File: src/design/lpif_defs.svh
/*
 * LPIF adapter build constants
 * Lane geometry, LPIF data width and stream IDs
 */

`ifndef LPIF_DEFS_SVH
`define LPIF_DEFS_SVH

////////////////////////////////////////
// AIB lane geometry
////////////////////////////////////////

`define AIB_LANES           4
`define AIB_BITS_PER_LANE   10   // 4 lanes x 10 bits hold one 40-bit flit

////////////////////////////////////////
// LPIF side
////////////////////////////////////////

`define LPIF_DATA_BYTES     4    // 32-bit lp_data / pl_data

// Stream IDs seen on lp_stream and pl_stream
`define MEM_CACHE_STREAM_ID 8'h01
`define IO_STREAM_ID        8'h02
`define ARB_MUX_STREAM_ID   8'h03

// Unmapped protocol ID comes back on this stream
`define NULL_STREAM_ID      8'h00

`endif
File: src/design/lpif_pkg.sv
/*
 * LPIF adapter types
 * Link states, protocol IDs and the flit carried across the AIB lanes
 */

`default_nettype none

`include "lpif_defs.svh"

package lpif_pkg;

  ////////////////////////////////////////
  // Link state
  ////////////////////////////////////////

  // Encoding matches pl_state_sts / lp_state_req
  typedef enum logic [3:0]
  {
    RESET     = 4'h0,
    ACTIVE    = 4'h1,
    LINKERROR = 4'hA,
    RETRAIN   = 4'hB
  } lsm_state_e;

  ////////////////////////////////////////
  // Protocol ID
  ////////////////////////////////////////

  typedef enum logic [1:0]
  {
    PROT_MEM  = 2'd0,  // mem/cache stream
    PROT_IO   = 2'd1,  // I/O stream
    PROT_ARB  = 2'd2,  // ARB/MUX stream
    PROT_NONE = 2'd3   // unknown stream ID
  } protid_e;

  ////////////////////////////////////////
  // Flit on the lanes, 40 bits
  ////////////////////////////////////////

  // Lane i carries bits [10i+9:10i]
  typedef struct packed
  {
    logic                         pad;     // always zero
    lsm_state_e                   state;   // sender's link state
    protid_e                      protid;
    logic                         valid;   // low for an idle flit
    logic [`LPIF_DATA_BYTES*8-1:0] data;
  } aib_flit_t;

endpackage

`default_nettype wire

File: src/design/lpif_adapter.sv
/*
 * LPIF to AIB adapter top
 * Framer, four AIB lanes, deframer and link state machine
 */

`timescale 1ns/1ns
`default_nettype none

`include "lpif_defs.svh"

module lpif_adapter
(
  input  logic                                      lclk,
  input  logic                                      rst_n,

  // LPIF, link layer to adapter
  input  logic                                      lp_irdy,
  input  logic                                      lp_valid,
  input  logic [7:0]                                lp_stream,
  input  logic [`LPIF_DATA_BYTES*8-1:0]             lp_data,
  input  logic [3:0]                                lp_state_req,
  input  logic                                      lp_linkerror,

  // LPIF, adapter to link layer
  output logic                                      pl_trdy,
  output logic                                      pl_valid,
  output logic [7:0]                                pl_stream,
  output logic [`LPIF_DATA_BYTES*8-1:0]             pl_data,
  output logic [3:0]                                pl_state_sts,
  output logic                                      pl_lnk_up,

  // AIB
  output wire  [`AIB_LANES*`AIB_BITS_PER_LANE-1:0]  data_in_f,
  input  logic [`AIB_LANES*`AIB_BITS_PER_LANE-1:0]  dout,
  input  logic [`AIB_LANES-1:0]                     ms_tx_transfer_en,
  input  logic [`AIB_LANES-1:0]                     sl_rx_transfer_en,
  input  logic                                      fs_mac_rdy,
  input  logic                                      lpbk_en
);

  import lpif_pkg::*;

  aib_flit_t                tx_flit;
  wire aib_flit_t           rx_flit;      // one slice per lane
  wire [`AIB_LANES-1:0]     lane_ready;
  lsm_state_e               remote_state;
  lsm_state_e               link_state;

  ////////////////////////////////////////
  // Downstream
  ////////////////////////////////////////

  lpif_dstrm_framer u_framer
  (
    .lclk       (lclk),
    .rst_n      (rst_n),
    .lp_irdy    (lp_irdy),
    .lp_valid   (lp_valid),
    .lp_stream  (lp_stream),
    .lp_data    (lp_data),
    .link_state (link_state),
    .pl_trdy    (pl_trdy),
    .tx_flit    (tx_flit)
  );

  ////////////////////////////////////////
  // AIB lanes
  ////////////////////////////////////////

  genvar i;
  generate
    for (i = 0; i < `AIB_LANES; i++)
    begin : g_lane
      aib_lane u_lane
      (
        .lclk              (lclk),
        .rst_n             (rst_n),
        .lpbk_en           (lpbk_en),
        .tx_word           (tx_flit[i*`AIB_BITS_PER_LANE +: `AIB_BITS_PER_LANE]),
        .dout_word         (dout[i*`AIB_BITS_PER_LANE +: `AIB_BITS_PER_LANE]),
        .ms_tx_transfer_en (ms_tx_transfer_en[i]),
        .sl_rx_transfer_en (sl_rx_transfer_en[i]),
        .data_in_f_word    (data_in_f[i*`AIB_BITS_PER_LANE +: `AIB_BITS_PER_LANE]),
        .rx_word           (rx_flit[i*`AIB_BITS_PER_LANE +: `AIB_BITS_PER_LANE]),
        .lane_ready        (lane_ready[i])
      );
    end
  endgenerate

  ////////////////////////////////////////
  // Upstream and link control
  ////////////////////////////////////////

  lpif_ustrm_deframer u_deframer
  (
    .lclk         (lclk),
    .rst_n        (rst_n),
    .rx_flit      (rx_flit),
    .pl_valid     (pl_valid),
    .pl_stream    (pl_stream),
    .pl_data      (pl_data),
    .remote_state (remote_state)
  );

  lpif_lsm u_lsm
  (
    .lclk         (lclk),
    .rst_n        (rst_n),
    .lp_state_req (lp_state_req),
    .lp_linkerror (lp_linkerror),
    .fs_mac_rdy   (fs_mac_rdy),
    .lane_ready   (lane_ready),
    .remote_state (remote_state),
    .link_state   (link_state),
    .pl_state_sts (pl_state_sts),
    .pl_lnk_up    (pl_lnk_up)
  );

endmodule

`default_nettype wire

File: src/design/lpif_lsm.sv
/*
 * Link state machine
 * Reset, Active, Retrain and LinkError states with link-up status
 */

`timescale 1ns/1ns
`default_nettype none

`include "lpif_defs.svh"

module lpif_lsm
(
  input  logic                  lclk,
  input  logic                  rst_n,
  input  logic [3:0]            lp_state_req,
  input  logic                  lp_linkerror,
  input  logic                  fs_mac_rdy,
  input  logic [`AIB_LANES-1:0] lane_ready,
  input  lpif_pkg::lsm_state_e  remote_state,
  output lpif_pkg::lsm_state_e  link_state,
  output logic [3:0]            pl_state_sts,
  output logic                  pl_lnk_up
);

  import lpif_pkg::*;

  lsm_state_e state;
  lsm_state_e next_state;
  logic       link_rdy;
  logic       req_active;
  logic       req_retrain;
  logic       req_reset;

  // Far side up and every lane enabled
  assign link_rdy = fs_mac_rdy & (&lane_ready);

  assign req_active  = (lp_state_req == ACTIVE);
  assign req_retrain = (lp_state_req == RETRAIN);
  assign req_reset   = (lp_state_req == RESET);

  ////////////////////////////////////////
  // Next state
  ////////////////////////////////////////

  always_comb
  begin
    next_state = state;
    case (state)
      RESET:
      begin
        if (req_active && link_rdy)
          next_state = ACTIVE;
      end
      ACTIVE:
      begin
        // Errors win over retrain
        if (lp_linkerror || (remote_state == LINKERROR))
          next_state = LINKERROR;
        else if (req_retrain || !link_rdy)
          next_state = RETRAIN;
      end
      RETRAIN:
      begin
        if (link_rdy && req_active)
          next_state = ACTIVE;
      end
      LINKERROR:
      begin
        if (req_reset)   // only a reset request clears an error
          next_state = RESET;
      end
      default: next_state = RESET;
    endcase
  end

  always_ff @(posedge lclk)
  begin
    if (!rst_n)
      state <= RESET;
    else
      state <= next_state;
  end

  ////////////////////////////////////////
  // Status outputs
  ////////////////////////////////////////

  assign link_state   = state;
  assign pl_state_sts = state;             // straight from the state register
  assign pl_lnk_up    = (state == ACTIVE);

endmodule

`default_nettype wire

File: src/design/lpif_ustrm_deframer.sv
/*
 * Upstream deframer
 * Decodes received flits onto the pl_* outputs and extracts the remote state
 */

`timescale 1ns/1ns
`default_nettype none

`include "lpif_defs.svh"

module lpif_ustrm_deframer
(
  input  logic                          lclk,
  input  logic                          rst_n,
  input  lpif_pkg::aib_flit_t           rx_flit,
  output logic                          pl_valid,
  output logic [7:0]                    pl_stream,
  output logic [`LPIF_DATA_BYTES*8-1:0] pl_data,
  output lpif_pkg::lsm_state_e          remote_state
);

  import lpif_pkg::*;

  logic [7:0] map_stream;

  // Protocol ID back to stream ID
  always_comb
  begin
    case (rx_flit.protid)
      PROT_MEM: map_stream = `MEM_CACHE_STREAM_ID;
      PROT_IO:  map_stream = `IO_STREAM_ID;
      PROT_ARB: map_stream = `ARB_MUX_STREAM_ID;
      default:  map_stream = `NULL_STREAM_ID;   // PROT_NONE
    endcase
  end

  ////////////////////////////////////////
  // Output register
  ////////////////////////////////////////

  always_ff @(posedge lclk)
  begin
    if (!rst_n)
    begin
      pl_valid     <= 1'b0;
      pl_stream    <= '0;
      pl_data      <= '0;
      remote_state <= RESET;
    end
    else
    begin
      pl_valid     <= rx_flit.valid;
      pl_stream    <= rx_flit.valid ? map_stream : `NULL_STREAM_ID;  // quiet when idle
      pl_data      <= rx_flit.data;
      remote_state <= rx_flit.state;
    end
  end

endmodule

`default_nettype wire

File: src/design/aib_lane.sv
/*
 * One AIB lane
 * Transmit register, loopback select, receive register and readiness
 */

`timescale 1ns/1ns
`default_nettype none

`include "lpif_defs.svh"

module aib_lane
(
  input  logic                          lclk,
  input  logic                          rst_n,
  input  logic                          lpbk_en,
  input  logic [`AIB_BITS_PER_LANE-1:0] tx_word,
  input  logic [`AIB_BITS_PER_LANE-1:0] dout_word,
  input  logic                          ms_tx_transfer_en,
  input  logic                          sl_rx_transfer_en,
  output logic [`AIB_BITS_PER_LANE-1:0] data_in_f_word,
  output logic [`AIB_BITS_PER_LANE-1:0] rx_word,
  output logic                          lane_ready
);

  ////////////////////////////////////////
  // Transmit side
  ////////////////////////////////////////

  always_ff @(posedge lclk)
  begin
    if (!rst_n)
      data_in_f_word <= '0;
    else
      data_in_f_word <= tx_word;
  end

  ////////////////////////////////////////
  // Receive side
  ////////////////////////////////////////

  // Loopback returns this lane's own transmit word
  always_ff @(posedge lclk)
  begin
    if (!rst_n)
      rx_word <= '0;
    else if (lpbk_en)
      rx_word <= data_in_f_word;
    else
      rx_word <= dout_word;
  end

  // Both directions must be enabled
  always_ff @(posedge lclk)
  begin
    if (!rst_n)
      lane_ready <= 1'b0;
    else
      lane_ready <= ms_tx_transfer_en & sl_rx_transfer_en;
  end

endmodule

`default_nettype wire

File: src/design/lpif_dstrm_framer.sv
/*
 * Downstream framer
 * Takes LPIF transfers, maps the stream ID and registers one flit per cycle
 */

`timescale 1ns/1ns
`default_nettype none

`include "lpif_defs.svh"

module lpif_dstrm_framer
(
  input  logic                          lclk,
  input  logic                          rst_n,
  input  logic                          lp_irdy,
  input  logic                          lp_valid,
  input  logic [7:0]                    lp_stream,
  input  logic [`LPIF_DATA_BYTES*8-1:0] lp_data,
  input  lpif_pkg::lsm_state_e          link_state,
  output logic                          pl_trdy,
  output lpif_pkg::aib_flit_t           tx_flit
);

  import lpif_pkg::*;

  logic      xfer_valid;
  protid_e   map_protid;
  aib_flit_t next_flit;

  // Link layer may only push while the link is up
  assign pl_trdy = (link_state == ACTIVE);

  assign xfer_valid = lp_irdy & pl_trdy & lp_valid;

  // Stream ID to protocol ID
  always_comb
  begin
    case (lp_stream)
      `MEM_CACHE_STREAM_ID: map_protid = PROT_MEM;
      `IO_STREAM_ID:        map_protid = PROT_IO;
      `ARB_MUX_STREAM_ID:   map_protid = PROT_ARB;
      default:              map_protid = PROT_NONE;
    endcase
  end

  ////////////////////////////////////////
  // Flit build
  ////////////////////////////////////////

  always_comb
  begin
    next_flit       = '0;           // idle unless a valid transfer
    next_flit.state = link_state;   // local state rides on every flit
    if (xfer_valid)
    begin
      next_flit.valid  = 1'b1;
      next_flit.protid = map_protid;
      next_flit.data   = lp_data;
    end
  end

  // One flit per cycle, idle or not
  always_ff @(posedge lclk)
  begin
    if (!rst_n)
      tx_flit <= '0;
    else
      tx_flit <= next_flit;
  end

endmodule

`default_nettype wire

File: config.mk
export PLATFORM = sky130hd
export DESIGN_NAME = lpif_adapter
export DESIGN_NICKNAME = d
export VERILOG_FILES = /design/src/design/lpif_pkg.sv /design/src/design/lpif_adapter.sv /design/src/design/lpif_lsm.sv /design/src/design/lpif_ustrm_deframer.sv /design/src/design/aib_lane.sv /design/src/design/lpif_dstrm_framer.sv
export VERILOG_INCLUDE_DIRS = /design/src /design/src/design
export SDC_FILE = /design/constraint.sdc
export NUM_CORES = 1
export LEC_CHECK = 0
export BUFFER_PORTS_ARGS = -buffer_cell sky130_fd_sc_hd__buf_2
export CORE_UTILIZATION = 51
export CTS_CLUSTER_SIZE = 25
export DETAILED_ROUTE_END_ITERATION = 7
export PLACE_DENSITY = 0.9
export SLEW_MARGIN = 15
export SYNTH_ARGS = -nofsm -noshare
export SYNTH_HDL_FRONTEND = slang
export SYNTH_SLANG_ARGS = --single-unit
File: constraint.sdc
create_clock -name lclk -period 3.4 [get_ports lclk]
set_input_delay 0.51 -clock lclk [delete_from_list [all_inputs] [get_ports lclk]]
set_output_delay 0.51 -clock lclk [all_outputs]
set_load 0.05 [all_outputs]
==> flow_summary.ini, run 1 <==
[timing]
slew_headroom_pct = 45.9
fin_ws_ns = 1.38
timing.final.crit_share_pct = 59.3
min_period_ns = 2.02
max_freq_mhz = 496
rsz0062_at_grt = false
tightest_slew_ns = 0.810
fin_tns_setup_ns = 0
timing.final.max_slew_violations = 0
setup_viol = 0
skew_ns = 0.00875
hold_viol = 0

[hold_path]
hold_path.class = input port to register
min_path_cells = 2

[clocking]
htree_levels = 4
post_cts_buffers = 0
clk_transition_reported_paths_ns = 0.07
clk_path_buf_depth = 2
insertion_delay_ns = 0.50
cts_sinks = 158
cts_tree = built
hold_buffers = 0
post_cts_resized = 0
cts_buffers = 17
cts_root_buf = clkbuf_8

[grt]
grt_pass1_vias = 3369
grt_pass1_wl_mm = 15.4
track_usage_pct = 20.5
antenna_found_initial = 0
grt_overflow = 0
grt_max_degree = 53

[drt]
wire_per_inst_um = 13.7
ant_nets = 0
drcViolationCount = 0
routed_wl_mm = 9.78
drtIter0Drc = 59
viasPerCell = 4.59
first_pass_iters = 4
route.vias.total = 3285

[power]
power_density_mw_per_mm2 = 614
share_comb_of_total_power_pct = 5.3
power_uw = 3870
p_leak_uw = 0.00317
p_clk_share_pct = 45.8
intPower_uw = 2960
vdd_drop_max_v = 0.000348
p_sw_share_pct = 23.5
seq_power_share_pct = 48.9
p_switching_uw = 908

[worst_setup_path]
r2r_slack_ns = 1.58
crit_required_ns = 2.89
start_kind = register
r2r_cells = 5
end_kind = output port
crit_path_max_fanout = 5
critPathArrivalTime_ns = 1.51
setup.worst_path.class = register to output port

[yosys]
syn_inst = 420
avgSynthCellArea_um2 = 11.5
ys_warn_count = 0
ys_ff_latch = 158
syn-cell-area_mm2 = 0.00483
synth-edff-count = 0
synthFlopType = dfxtp_1
ys_types = 28
synthArstFlopShare_pct = 0
seq_area_frac_synth_pct = 65.4

[layout]
antenna_cells = 0
final_cell_mix = buf_2, dfxtp_1, and2_1
nNetsFinal = 695
areaGrowthSynthToFinish_pct = 30.2
fillers = 698
final_common_cell = buf_2
drive_above_1_share_pct = 34.9

[place]
gp_congestion = 0.838
dp_hpwl_mm = 7.22
io_buffers = 175
dp_slack_ns = 1.24

[outcome]
status = complete, no violations

[job]
drv_cap = 0

[floorplan]
start_util_pct = 52.6
die_w_um = 99.4
rows = 35
die-area_mm2 = 0.00987
coreArea_mm2 = 0.00920
io_pins = 186
die_height_um = 99.4
worst paths after layout:
path / end / startpoint
worst max register to register: u_framer.tx_flit[26] / u_lsm.link_state[1]
worst min register to register: g_lane[3].u_lane.data_in_f_word[1] / u_framer.tx_flit[31]
worst max-delay path: pl_lnk_up / u_lsm.link_state[1]
worst min-delay path: u_framer.tx_flit[13] / lp_data[13]
metal layers:
| metal | track usage, % | part of all wire [%] |
|---|---|---|
| met1 | 21.2 | 40 |
| met2 | 37.7 | 53 |
| met3 | 6.68 | 5.1 |
| met4 | 8.94 | 2.1 |
| met5 | 0 | 0 |
worst max-delay path, stage by stage (launching register included):
cell	delay, ns
dfxtp_1	0.35
inv_1	0.07
ha_1	0.28
buf_2	0.31
layout make-up:
class	count	area, um^2	share of cell area, %
sequential	158	3160	50.2
multi-input combinational	230	1500	23.8
timing repair buffer	178	898	14.3
clock buffer	17	414	6.58
clock inverter	15	154	2.44
tap	111	139	2.21
inverter	7	26.3	0.417
Yosys cell counts, types with 2 or more instances:
master    number  share of area, %
inv_1          7              0.54
nor2_1        39               3.0
nand2b_1       2              0.26
a21oi_1        5              0.52
buf_4         12               1.9
buf_2          4              0.41
ha_1           4               1.0
nand2_1        6              0.47
nand4_1        2              0.26
clkbuf_1      17               1.3
dfxtp_1      158                65
and3_1         6              0.78
or4_1          2              0.31
mux2i_1       37               7.7
and2_1       106                14
cell families after synthesis:
group                    synth area share [%]
buffers and inverters                    4.14
adder cells (fa/ha/maj)                  1.04
XOR/XNOR                                0.181
other                                  0.0776
AND/OR/NAND/NOR                          19.7
multiplexers                             7.66
AO/OA/AOI/OAI                            1.81
flip-flops                               65.4
sequential cells by signal, summed over array words and instances (netlist names):
name / flops
g_lane.u_lane.lane_ready: 4
u_lsm.link_state: 2
u_deframer.pl_data: 32
u_framer.tx_flit: 37
u_deframer.pl_valid: 1
g_lane.u_lane.rx_word: 39
g_lane.u_lane.data_in_f_word: 37
u_deframer.pl_stream: 2
u_deframer.remote_state: 4
power by group through the flow:
stage / Combinational (uW) / Clock, uW / Sequential (uW)
2_1_floorplan: 95.4 / 0 / 1970
3_3_place_gp: 201 / 0 / 1930
3_5_place_dp: 206 / 0 / 1930
4_1_cts: 207 / 1810 / 1890
5_1_grt: 222 / 1900 / 1890
6_report: 206 / 1770 / 1890
through the flow:
stage                     cells  instance area [um^2]  utilization [%]  hold WS, ns
after detailed placement    684                  5730             62.3        0.418
after global placement      684                  5730             62.3        0.413
final                       716                  6300             68.5        0.199
after floorplan             428                  4860                -        0.412
after global routing        716                  6300             68.5        0.171
after CTS                   716                  6300             68.5        0.180
Power figures use the tool's default switching activity.
==> inputs of run 2 (changes only) <==
--- a/config.mk
+++ b/config.mk
@@ -7,10 +7,10 @@
 export NUM_CORES = 1
 export LEC_CHECK = 0
 export BUFFER_PORTS_ARGS = -buffer_cell sky130_fd_sc_hd__buf_2
-export CORE_UTILIZATION = 51
+export CORE_UTILIZATION = 48
 export CTS_CLUSTER_SIZE = 25
 export DETAILED_ROUTE_END_ITERATION = 7
-export PLACE_DENSITY = 0.9
+export PLACE_DENSITY = 0.86
 export SLEW_MARGIN = 15
 export SYNTH_ARGS = -nofsm -noshare
 export SYNTH_HDL_FRONTEND = slang
==> constraint.sdc (replaced) <==
create_clock -name lclk -period 1.95 [get_ports lclk]
set_input_delay 0.2925 -clock lclk [delete_from_list [all_inputs] [get_ports lclk]]
set_output_delay 0.2925 -clock lclk [all_outputs]
set_load 0.05 [all_outputs]
==> run 2 against run 1 <==
- die area up 6.1%
- combinational power increased by 120%
- clock-buffer cell count up 2
- critical path type unchanged
- largest power group unchanged
==> flow_summary.ini, run 2 (same netlist as run 1, synthesis figures left out) <==
[clocking]
cts_root_buf = clkbuf_8
clk_path_buf_depth = 2
insertion_delay_ns = 0.52
cts_buffers = 17
clk_transition_reported_paths_ns = 0.06
cts_sinks = 158
post_cts_buffers = 0
cts_tree = built
htree_levels = 4

[grt]
grt_overflow = 0
antenna_found_initial = 0
grt_pass1_vias = 3764
grt_pass1_wl_mm = 17.0
grt_max_degree = 41
track_usage_pct = 22.0

[floorplan]
die_w_um = 102
die-area_mm2 = 0.0105
io_pins = 186
start_util_pct = 49.5
die_height_um = 102
rows = 36
coreArea_mm2 = 0.00977

[drt]
ant_nets = 0
drtIter0Drc = 54
drcViolationCount = 0
viasPerCell = 4.47
first_pass_iters = 4
route.vias.total = 3555
wire_per_inst_um = 14.1
routed_wl_mm = 11.2

[place]
place_inst = 710
dp_hpwl_mm = 7.19
io_buffers = 175
gp_congestion = 0.818

[layout]
stdcell_count = 795
top_register = g_lane.u_lane.rx_word
nNetsFinal = 752
drive_above_1_share_pct = 32.6
areaGrowthSynthToFinish_pct = 43.1
reg_top3 = g_lane.u_lane.rx_word: 39 flops, g_lane.u_lane.data_in_f_word: 37 flops, u_framer.tx_flit: 37 flops
final_common_cell = buf_2
antenna_cells = 0
largest_reg_flops = 39
final_cell_mix = buf_2, dfxtp_1, and2_1

[worst_setup_path]
setup.worst_path.class = register to output port
crit_path_max_fanout = 5
crit_required_ns = 1.66
cpPeakStageDelay_ns = 0.34
r2r_slack_ns = 0.23
critical_path_buf_inv_count = 2
r2r_cells = 5
critPathTopFamily = buffers and inverters
critPathSlowestCell = dfxtp_1
critPathArrivalTime_ns = 1.44
crit_chain = inv_1 -> ha_2 -> buf_2
end_kind = output port
crit_cells = 3
start_kind = register

[timing]
timing.final.max_slew_violations = 0
setup_viol = 0
skew_ns = 0.00793
timing.final.crit_share_pct = 88.9
max_freq_mhz = 577
slew_headroom_pct = 45.7
hold_viol = 0
min_period_ns = 1.73
tightest_slew_ns = 0.814
rsz0062_at_grt = false
fin_tns_setup_ns = 0

[outcome]
status = complete, no violations

[power]
vdd_drop_max_v = 0.000554
p_leak_uw = 0.00340
power_density_mw_per_mm2 = 1010

[hold_path]
hold_path.class = input port to register
min_path_cells = 3

[job]
drv_cap = 0
==> run 2: cell types whose count changed in the layout (fill, tap and decap cells not counted), sizes merged <==
cell         delta
dlygate4sd3    +53
inv             -8
clkinvlp        +5
buf             +4
bufinv          +2
clkbuf          +2
clkinv          -1
==> run 2: final timing paths <==
path,startpoint,endpoint
max,u_lsm.link_state[1],pl_lnk_up
min,dout[33],g_lane[3].u_lane.rx_word[3]
max reg2reg,u_lsm.link_state[1],u_framer.tx_flit[28]
min reg2reg,g_lane[3].u_lane.rx_word[1],u_deframer.pl_data[31]
==> run 2: routing by layer <==
metal	wire, um	global-route usage [%]
met2	6010	40.4
met3	553	6.22
met5	0	0
met4	328	12.7
met1	4310	22.1
==> run 2: power breakdown <==
group          internal (uW)  switching (uW)
combinational            210             246
clock                   1980            1270
sequential              3280            14.6
==> run 2: final cells by class <==
type | instances | area, um^2
multi-input cells | 230 | 1500
inverters | 7 | 26.3
clock inverters | 13 | 166
well taps | 133 | 166
flip-flops and latches | 158 | 3160
repair buffers | 235 | 1460
fillers | 688 | 2860
clock buffers | 19 | 432
==> run 2: worst register-to-register path, cell delays in order, from the launching register on <==
cell     delay, ns
dfxtp_1       0.34
inv_1         0.07
ha_2          0.23
nand4_1       0.14
inv_1         0.63
and2_1        0.25
==> run 2: repair_timing <==
item	4_1_cts	5_1_grt
gates resized for setup	0	0
hold buffers	53	0
hold endpoints to repair	51	0
==> run 2: stage by stage <==
| stage | worst slack [ns] | util [%] | instance area, um^2 | hold WS, ns | total power [uW] |
|---|---|---|---|---|---|
| after floorplan | 0.106 | - | 4870 | 0.384 | 3600 |
| after global placement | 0.337 | 59.2 | 5790 | 0.413 | 3720 |
| after detailed placement | 0.231 | 59.2 | 5790 | 0.419 | 3740 |
| after CTS | 0.190 | 70.8 | 6920 | 0.000700 | 7050 |
| after global routing | 0.0505 | 70.8 | 6920 | 0.0133 | 7240 |
| final | 0.217 | 70.8 | 6920 | 0.0164 | 7010 |
